File: src/source/cpu_cfg.svh
`ifndef CPU_CFG_SVH
`define CPU_CFG_SVH

// architectural register count, register 0 is hardwired to zero
`define CPU_NUM_REGS 32

// instruction word-address width, also the width of the pc
`define CPU_IMEM_AW 8

// data memory words, addresses wrap modulo this depth
`define CPU_DMEM_DEPTH 64

`endif

File: src/source/cpu_pkg.sv
`include "cpu_cfg.svh"

package cpu_pkg;

	typedef logic [31:0] instr_t;
	typedef logic [31:0] word_t;
	typedef logic [4:0] reg_addr_t;

	typedef enum logic [5:0] {
		NOP  = 6'd0,
		ALU  = 6'd1,
		ADDI = 6'd2,
		LW   = 6'd3,
		SW   = 6'd4,
		BEQZ = 6'd5
	} opcode_t;

	// carried in sub_op_base, bits 4..0 of a register ALU instruction
	typedef enum logic [4:0] {
		ADD = 5'd0,
		SUB = 5'd1,
		AND = 5'd2,
		OR  = 5'd3,
		XOR = 5'd4,
		SLT = 5'd5
	} alu_op_t;

	// execute operand source
	typedef enum logic [1:0] {
		FWD_REG    = 2'd0,
		FWD_EX_MEM = 2'd1,
		FWD_MEM_WB = 2'd2
	} fwd_sel_t;

	typedef struct packed {
		logic                    valid;
		logic [`CPU_IMEM_AW-1:0] pc;
		instr_t                  instr;
	} if_id_t;

	typedef struct packed {
		logic                    valid;
		logic [`CPU_IMEM_AW-1:0] pc;
		opcode_t                 opcode;
		alu_op_t                 alu_op;
		word_t                   ra_data;
		word_t                   rb_data;
		reg_addr_t               ra_addr;
		reg_addr_t               rb_addr;
		word_t                   imm;
		logic                    use_imm;
		logic                    dm_read;
		logic                    dm_write;
		logic                    reg_write;
		reg_addr_t               wr_addr;
	} id_ex_t;

	typedef struct packed {
		logic      valid;
		word_t     result; // alu result, memory address for lw and sw
		logic      overflow;
		word_t     store_data;
		logic      dm_read;
		logic      dm_write;
		logic      reg_write;
		reg_addr_t wr_addr;
	} ex_mem_t;

	// valid here means a real register write, never to register 0
	typedef struct packed {
		logic      valid;
		reg_addr_t addr;
		word_t     data;
		logic      overflow;
	} wb_t;

endpackage

File: src/source/decoder.sv
`timescale 1ns/1ns
`include "cpu_cfg.svh"

module decoder (
	input  cpu_pkg::instr_t          instr,
	input  logic [`CPU_IMEM_AW-1:0]  pc,
	output cpu_pkg::reg_addr_t       ra_addr,
	output cpu_pkg::reg_addr_t       rb_addr,
	output cpu_pkg::id_ex_t          ctrl
);
	import cpu_pkg::*;

	reg_addr_t rt;
	reg_addr_t ra;
	reg_addr_t rb;
	word_t     imm_ext;

	assign rt = instr[25:21];
	assign ra = instr[20:16];
	assign rb = instr[15:11];
	assign imm_ext = {{18{instr[13]}}, instr[13:0]};

	// register data fields stay zero, the core fills them in
	always_comb begin
		ctrl = '0;
		ctrl.pc = pc;
		ctrl.imm = imm_ext;
		ctrl.alu_op = ADD; // address and immediate math
		case (instr[31:26])
			ALU: begin
				ctrl.opcode = ALU;
				ctrl.alu_op = alu_op_t'(instr[4:0]);
				ctrl.ra_addr = ra;
				ctrl.rb_addr = rb;
				ctrl.reg_write = (rt != '0);
				ctrl.wr_addr = rt;
			end
			ADDI: begin
				ctrl.opcode = ADDI;
				ctrl.ra_addr = ra;
				ctrl.use_imm = 1'b1;
				ctrl.reg_write = (rt != '0);
				ctrl.wr_addr = rt;
			end
			LW: begin
				ctrl.opcode = LW;
				ctrl.ra_addr = ra;
				ctrl.use_imm = 1'b1;
				ctrl.dm_read = 1'b1;
				ctrl.reg_write = (rt != '0);
				ctrl.wr_addr = rt;
			end
			SW: begin
				ctrl.opcode = SW;
				ctrl.ra_addr = ra;
				ctrl.rb_addr = rt; // store data comes through the b port
				ctrl.use_imm = 1'b1;
				ctrl.dm_write = 1'b1;
			end
			BEQZ: begin
				ctrl.opcode = BEQZ;
				ctrl.ra_addr = ra;
			end
			default: begin
				ctrl.opcode = NOP; // unknown opcodes behave as nop
			end
		endcase
	end

	assign ra_addr = ctrl.ra_addr;
	assign rb_addr = ctrl.rb_addr;

endmodule

File: config.mk
export PLATFORM = sky130hd
export DESIGN_NAME = decoder
export DESIGN_NICKNAME = d
export VERILOG_FILES = /design/src/source/cpu_pkg.sv /design/src/source/decoder.sv
export VERILOG_INCLUDE_DIRS = /design/src /design/src/source
export SDC_FILE = /design/constraint.sdc
export NUM_CORES = 1
export LEC_CHECK = 0
export BUFFER_PORTS_ARGS = -buffer_cell sky130_fd_sc_hd__clkbuf_2
export CAP_MARGIN = 5
export CORE_AREA = 2 2 72 74
export DETAILED_ROUTE_END_ITERATION = 8
export DIE_AREA = 0 0 74 76
export PLACE_DENSITY_LB_ADDON = 0.08
export SYNTH_ARGS = -nofsm -noshare
export SYNTH_HDL_FRONTEND = slang
export SYNTH_SLANG_ARGS = --single-unit
File: constraint.sdc
create_clock -name vclk -period 2.8
set_input_delay 0.28 -clock vclk [all_inputs]
set_output_delay 0.28 -clock vclk [all_outputs]
set_load 0.02 [all_outputs]
==> summary.txt, run 1 <==
Run status
  • Status: finished, final reports clean

Timing
  • Final Max Tran Viols: 0
  • Minimum clock period: 1.91 ns
  • Fmax: 524 MHz
  • RSZ-0062 raised after global routing: false
  • Period utilization: 0.682
  • Fin Setup TNS: 0 ns
  • Final hold vios: 0
  • Fin Hold WS: 0.560 ns
  • Setup ws final: 0.890 ns
  • Setup violations, final: 0

Detailed routing
  • DR pass1 iterations: 4
  • Number of remaining DRC errors: 0
  • Vias: 953
  • Post-route antenna net violation count: 0
  • DRT iter0 DRCs: 7
  • Via density: 3.37
  • Routed WL: 2600 um
  • Drt wl/cell: 9.20 um

Synth
  • Cell Area, Synth: 1260 um2
  • Synth area leader: buf_4
  • Synth Area in Simple Gates: 0.219
  • Mux contribution to synthesized area: 0
  • Largest family of logic cells by synthesized area: buffers and inverters
  • Post-synthesis compound-gate area fraction: 0.0337
  • Synth top area share: 0.702
  • Post-Synth Adder-Cell Area: 0
  • Avg Inst Size Synth: 7.05 um2
  • Seq/Total Area, Yosys: 0
  • Gate Count Post-Synth: 179
  • Synth unique cells: 19
  • Synth top area cells: buf_4 70%, nand3b_1 6.0%, and4b_1 4.0%, nor3_1 3.2%, a21oi_1 2.4%
  • Xor and xnor fraction of the mapped netlist area: 0
  • Yosys warns: 0

Layout
  • P&R area growth vs syn: -9.82%
  • Share of layout cells above drive strength 1: 0.432
  • Nets: 255
  • Ant diodes: 0
  • Fill cells: 589
  • FF/Latch Area: 0 um2
  • Post-layout util: 0.232
  • Footprint of the multi-input gates: 574 um2
  • Commonest non-fill, non-tap cell in the layout: clkbuf_2
  • Most frequent cells in the layout: 89 x clkbuf_2, 68 x conb_1, 10 x nand3b_1, 8 x inv_1, 8 x nor3_1
  • FFs & Latches: 0
  • Clk_buf instances: 0

Worst setup path
  • CP Data Arrival Time: 1.63 ns
  • CP startpoint kind: input pin
  • Crit end category: primary output
  • Setup crit start: instr[28]
  • Setup CP Type: in2out
  • Critical path data required time: 2.52 ns
  • Crit-path max FO: 17

Global route
  • Total GRT Usage: 0.0728
  • Initial antenna violation count: 0
  • Grt total ovfl: 0
  • Pin count of the biggest net entering global routing: 21
  • First-pass GRT wire length: 3400 um
  • Vias in the first global route: 661

Floorplanning
  • Die area: 5620 um2
  • Initial Utilization: 0.257
  • Io pins: 185
  • Rows: 26
  • Die W: 74 um
  • Core box area: 4910 um2
  • Die H: 76 um

Worst hold path
  • Hold Crit Start: pc[1]
  • HP Class: in2out
  • Worst Hold End: ctrl[127]
  • Hold depth: 0

Power and ir drop
  • Peak VDD IR: 0.0000467 V
  • Power per Cell Area: 175 nW/um2
  • Pleak: 0.735 nW
  • Final total power: 199 uW

Placement
  • DP Worst Slack: 0.861 ns
  • RD Place Congestion: 0.626
  • Buffers on Ports: 89
  • Post-DP HPWL: 2290 um

Clocking
  • Hold Buf Count CTS: 0
  • Post-CTS Setup Inserts: 0
  • PostCTS Resize Cnt: 0

Job
  • Max cap viols: 0
==> synth_stat cells <==
library cell	instances
nor3_1	8
or3b_2	1
nor2_1	4
inv_1	8
and3_1	1
nor3b_1	4
nor4_1	2
conb_1	1
a211oi_2	1
buf_4	118
clkbuf_1	3
a21oi_1	6
and4b_1	5
buf_6	1
nand3b_1	10
or4_1	2
nand2b_1	2
or3_2	1
nand2_1	1
==> cell type report <==
class              count  share of cell area
well taps             70              0.0770
inverters              8              0.0264
repair buffers        89               0.392
multi-input cells    116               0.505
==> worst max-delay path, stage by stage <==
cell and delay [ns]:
clkbuf_2 0.22, or4_1 0.66, a211oi_2 0.26, clkbuf_2 0.20
==> cells by family after synthesis <==
kind of cell | Yosys count
other | 1
buffers and inverters | 130
and+or+nand+nor | 41
AOI/OAI and AO/OA | 7
==> power by group <==
group | internal, mW | switching (mW) | total (mW) | leakage (nW)
registers | 0 | 0 | 0 | 0
clock network | 0 | 0 | 0 | 0
logic | 0.0410 | 0.158 | 0.199 | 0.735
total | 0.0410 | 0.158 | 0.199 | 0.735
==> worst max path at each step <==
| stage | slack (ns) | end | cells after the start |
|---|---|---|---|
| after global routing | 0.76 | ctrl[3] | 4 |
| after floorplan | 0.96 | rb_addr[0] | 4 |
| after detailed placement | 0.86 | ctrl[2] | 4 |
| final | 0.89 | ctrl[5] | 4 |
| after CTS | 0.86 | ctrl[2] | 4 |
| after global placement | 0.90 | ctrl[5] | 4 |
==> routing by layer <==
layer  up-vias  part of all wire  GRT usage
met5         -                 0          0
met4         0            0.0077    0.00545
met3         2              0.12    0.00794
met2        84              0.49      0.136
met1       409              0.38     0.0911
li1        458                 -          -
==> through the flow <==
step / cells / instance area (um2)
2_1_floorplan: 246 / 1510
3_5_place_dp: 283 / 1140
4_1_cts: 283 / 1140
3_3_place_gp: 283 / 1140
6_report: 283 / 1140
5_1_grt: 283 / 1140
Note: power is estimated with default switching activity, not from simulation.
==> run 2: changes to the inputs <==
--- a/config.mk
+++ b/config.mk
@@ -8,9 +8,9 @@
 export LEC_CHECK = 0
 export BUFFER_PORTS_ARGS = -buffer_cell sky130_fd_sc_hd__clkbuf_2
 export CAP_MARGIN = 5
-export CORE_AREA = 2 2 72 74
+export CORE_AREA = 2 2 71 73
 export DETAILED_ROUTE_END_ITERATION = 8
-export DIE_AREA = 0 0 74 76
+export DIE_AREA = 0 0 73 75
 export PLACE_DENSITY_LB_ADDON = 0.08
 export SYNTH_ARGS = -nofsm -noshare
 export SYNTH_HDL_FRONTEND = slang
==> constraint.sdc (replaced) <==
create_clock -name vclk -period 1.7
set_input_delay 0.17 -clock vclk [all_inputs]
set_output_delay 0.17 -clock vclk [all_outputs]
set_load 0.02 [all_outputs]
==> summary.txt, run 2 (synthesized netlist as in run 1, its figures left out) <==
Clocking
  • Post-CTS Setup Inserts: 0 (unchanged)
  • PostCTS Resize Cnt: 0 (unchanged)
  • Hold Buf Count CTS: 0 (unchanged)

Timing
  • Setup violations, final: 0 (unchanged)
  • Fmax: 626 MHz
  • Final Max Tran Viols: 0 (unchanged)
  • RSZ-0062 raised after global routing: false
  • Period utilization: 0.939
  • Final hold vios: 0 (unchanged)
  • Fin Setup TNS: 0 ns (unchanged)
  • Fin Hold WS: 0.340 ns (-0.220 ns)
  • Minimum clock period: 1.60 ns

Power and ir drop
  • Power per Cell Area: 290 nW/um2 (+66%)
  • Int Power: 72.5 uW (+77%)
  • Clock share of power: 0 (unchanged)
  • Sequential power share: 0 (unchanged)
  • Switch Pwr: 260 uW (+65%)
  • Sw Ratio: 0.782 (-0.0115)
  • Logic gate share of total power: 1.000 (about the same)
  • Pleak: 0.755 nW (+2.6%)
  • Peak VDD IR: 0.000100 V (+110%)

Detailed routing
  • DR pass1 iterations: 4 (unchanged)
  • Post-route antenna net violation count: 0 (unchanged)
  • Drt wl/cell: 9.73 um (+5.8%)
  • Vias: 966 (+1.4%)
  • Number of remaining DRC errors: 0 (unchanged)
  • Routed WL: 2640 um (+1.3%)
  • Via density: 3.56 (+5.9%)
  • DRT iter0 DRCs: 18 (+11)

Global route
  • Grt total ovfl: 0 (unchanged)
  • Total GRT Usage: 0.0746 (+0.00180)
  • Vias in the first global route: 666 (+0.76%)
  • Initial antenna violation count: 0 (unchanged)
  • First-pass GRT wire length: 3240 um (-4.9%)
  • Pin count of the biggest net entering global routing: 21 (unchanged)

Floorplanning
  • Die H: 75 um (-1.3%)
  • Initial Utilization: 0.271 (+0.0139)
  • Io pins: 185 (unchanged)
  • Core box area: 4660 um2 (-5.1%)
  • Rows: 25 (-3.8%)
  • Die W: 73 um (-1.4%)
  • Die area: 5480 um2 (-2.6%)

Layout
  • Ant diodes: 0 (unchanged)
  • Clk_buf instances: 0 (unchanged)
  • Post-layout util: 0.246 (+0.0146)
  • Share of layout cells above drive strength 1: 0.442 (+0.0105)
  • Non-Filler Instances: 271 (-4.2%)
  • Fill cells: 546 (-7.3%)
  • Most frequent cells in the layout: 89 x clkbuf_2, 68 x conb_1, 10 x nand3b_1, 8 x inv_1, 8 x nor3_1
  • Nets: 259 (+1.6%)
  • FF/Latch Area: 0 um2 (unchanged)
  • Post-route cell area: 1150 um2 (+0.88%)
  • FFs & Latches: 0 (unchanged)
  • P&R area growth vs syn: -9.03%
  • Commonest non-fill, non-tap cell in the layout: clkbuf_2

Placement
  • Buffers on Ports: 89 (unchanged)
  • Post-DP Area: 1150 um2 (+0.88%)
  • Placed cells: 271 (-4.2%)
  • RD Place Congestion: 0.666 (+6.5%)
  • Post-DP HPWL: 2320 um (+1.3%)

Worst setup path
  • CP Data Arrival Time: 1.43 ns (-0.20 ns)
  • Setup CP Type: in2out
  • CP startpoint kind: input pin
  • Crit end category: primary output
  • Critical path data required time: 1.53 ns (-0.99 ns)
  • Crit-path max FO: 6 (-11)

Worst hold path
  • HP Class: in2out

Run status
  • Status: finished, final reports clean

Job
  • Max cap viols: 0 (unchanged)
[run 2: metal layers]
| layer | vias to the layer above | routed length [um] | GRT usage |
|---|---|---|---|
| li1 | 471 | - | - |
| met1 | 403 | 993 | 0.0911 |
| met2 | 88 | 1300 | 0.143 |
| met3 | 4 | 312 | 0.00803 |
| met4 | 0 | 28 | 0.0103 |
| met5 | - | 0 | 0 |
[run 2: power by group through the flow]
stage	Clock, mW	Sequential (mW)	Combinational, mW
6_report	0	0	0.332
2_1_floorplan	0	0	0.452
3_3_place_gp	0	0	0.334
5_1_grt	0	0	0.361
3_5_place_dp	0	0	0.332
4_1_cts	0	0	0.333
[run 2: cell type report]
cell class / count / area [um2] / area share
Tap cell: 54 / 67.6 / 0.0589
Multi-Input combinational cell: 116 / 574 / 0.501
Timing Repair Buffer: 93 / 475 / 0.414
Inverter: 8 / 30.0 / 0.0262
[run 2: metrics by stage]
step	total power, mW	worst slack [ns]
after global placement	0.334	0.0731
after CTS	0.333	0.0638
after floorplan	0.452	0.0820
after global routing	0.361	0.0452
after detailed placement	0.332	0.0684
final	0.332	0.103
[run 2: worst paths after layout]
path / startpoint / end / slack, ns / cells past startpoint
setup / recovery: instr[27] / rb_addr[0] / 0.10 / 4
hold / removal: pc[1] / ctrl[127] / 0.34 / 0
[run 2: critical path, cell delays in order]
cell and delay, ns:
clkbuf_2 0.09, or4_1 0.67, a21oi_1 0.27, clkbuf_2 0.22
==> run 3: changes to the inputs <==
--- a/config.mk
+++ b/config.mk
@@ -12,6 +12,7 @@
 export DETAILED_ROUTE_END_ITERATION = 8
 export DIE_AREA = 0 0 73 75
 export PLACE_DENSITY_LB_ADDON = 0.08
+export RECOVER_POWER = 50
 export SYNTH_ARGS = -nofsm -noshare
 export SYNTH_HDL_FRONTEND = slang
 export SYNTH_SLANG_ARGS = --single-unit
==> summary.txt, run 3 (synthesized netlist as in run 1, its figures left out) <==
Run status
  • Status: finished, final reports clean

Timing
  • RSZ-0062 raised after global routing: false
  • Slew headroom: 0.583
  • Period utilization: 0.936 (-0.00289)
  • Minimum clock period: 1.59 ns (-0.00491 ns)
  • Fmax: 628 MHz (+0.31%)
  • Final Max Tran Viols: 0 (unchanged)
  • Final hold vios: 0 (unchanged)
  • Worst slew pin tran: 0.626 ns
  • Setup violations, final: 0 (unchanged)
  • Fin Setup TNS: 0 ns (unchanged)

Floorplanning
  • Io pins: 185 (unchanged)
  • Die H: 75 um (unchanged)
  • Rows: 25 (unchanged)
  • Die W: 73 um (unchanged)
  • Initial Utilization: 0.271 (unchanged)
  • Core box area: 4660 um2 (unchanged)
  • Die area: 5480 um2 (unchanged)

Detailed routing
  • Drt wl/cell: 9.87 um (+1.4%)
  • Number of remaining DRC errors: 0 (unchanged)
  • Routed WL: 2670 um (+1.4%)
  • DRT iter0 DRCs: 18 (unchanged)
  • Via density: 3.59 (+0.62%)
  • Post-route antenna net violation count: 0 (unchanged)
  • DR pass1 iterations: 4 (unchanged)
  • Vias: 972 (+0.62%)

Global route
  • Met3 Use GR: 0.00803 (unchanged)
  • GR peak layer: met2
  • Grt met2 use: 0.143 (unchanged)
  • Grt total ovfl: 0 (unchanged)
  • First-pass GRT wire length: 3240 um (unchanged)
  • Vias in the first global route: 666 (unchanged)
  • Total GRT Usage: 0.0746 (unchanged)
  • Global Route met1 Usage: 0.0911 (unchanged)
  • Pin count of the biggest net entering global routing: 21 (unchanged)
  • Initial antenna violation count: 0 (unchanged)

Worst setup path
  • Setup CP Type: in2out
  • Crit end category: primary output
  • CP Data Arrival Time: 1.42 ns (about the same)
  • Crit-path max FO: 6 (unchanged)
  • CP startpoint kind: input pin
  • Critical path data required time: 1.53 ns (about the same)

Clocking
  • Hold Buf Count CTS: 0 (unchanged)
  • Post-CTS Setup Inserts: 0 (unchanged)
  • PostCTS Resize Cnt: 0 (unchanged)

Layout
  • Footprint of the multi-input gates: 574 um2 (unchanged)
  • Nets: 259 (unchanged)
  • FFs & Latches: 0 (unchanged)
  • Clk_buf instances: 0 (unchanged)
  • Commonest non-fill, non-tap cell in the layout: conb_1
  • Share of layout cells above drive strength 1: 0.332 (-0.111)
  • P&R area growth vs syn: -11.4%
  • Ant diodes: 0 (unchanged)
  • Most frequent cells in the layout: 68 x conb_1, 65 x clkbuf_2, 24 x clkbuf_1, 10 x nand3b_1
  • Post-route cell area: 1120 um2 (-2.6%)
  • FF/Latch Area: 0 um2 (unchanged)
  • Fill cells: 567 (+3.8%)

Power and ir drop
  • Sequential power share: 0 (unchanged)
  • Power per Cell Area: 292 nW/um2 (+0.62%)
  • Pleak: 0.683 nW (-9.5%)
  • Sw Ratio: 0.799 (+0.0171)
  • Peak VDD IR: 0.0000988 V (-1.4%)
  • Logic gate share of total power: 1.000 (about the same)
  • Clock share of power: 0 (unchanged)
  • Int Power: 65.5 uW (-9.7%)
  • Switch Pwr: 260 uW (+0.13%)

Job
  • Max cap viols: 0 (unchanged)

Worst hold path
  • HP Class: in2out

Placement
  • Buffers on Ports: 89 (unchanged)
  • Post-DP HPWL: 2320 um (unchanged)
  • Post-DP Area: 1150 um2 (unchanged)
  • RD Place Congestion: 0.666 (unchanged)
[run 3: worst paths after layout]
path	slack, ns	depth (start not counted)	endpoint	from
max	0.11	4	rb_addr[0]	instr[27]
min	0.34	0	ctrl[127]	pc[1]
[run 3: per-layer routing]
layer / part of all wire / vias up
li1: - / 472
met1: 0.38 / 408
met2: 0.49 / 88
met3: 0.12 / 4
met4: 0.010 / 0
met5: 0 / -
[run 3: critical path: stages]
cell,delay (ns)
clkbuf_2,0.09
or4_1,0.67
a21oi_1,0.27
clkbuf_2,0.21
[run 3: cell type report]
cell class / instances / share of cell area
Multi-Input combinational cell: 116 / 0.514
Timing Repair Buffer: 93 / 0.399
Tap cell: 54 / 0.0605
Inverter: 8 / 0.0269
[run 3: through the flow]
stage	util	worst slack [ns]	hold slack, ns	total power, mW	instances
after detailed placement	0.246	0.0684	0.340	0.332	271
final	0.240	0.108	0.340	0.326	271
after global routing	0.240	0.0452	0.340	0.354	271
after floorplan	-	0.0820	0.453	0.452	246
after global placement	0.246	0.0731	0.340	0.334	271
after CTS	0.246	0.0638	0.340	0.333	271
[run 3: power by group through the flow]
| stage | Combinational, mW | Clock (mW) | Sequential [mW] |
|---|---|---|---|
| 2_1_floorplan | 0.452 | 0 | 0 |
| 6_report | 0.326 | 0 | 0 |
| 3_5_place_dp | 0.332 | 0 | 0 |
| 4_1_cts | 0.333 | 0 | 0 |
| 3_3_place_gp | 0.334 | 0 | 0 |
| 5_1_grt | 0.354 | 0 | 0 |
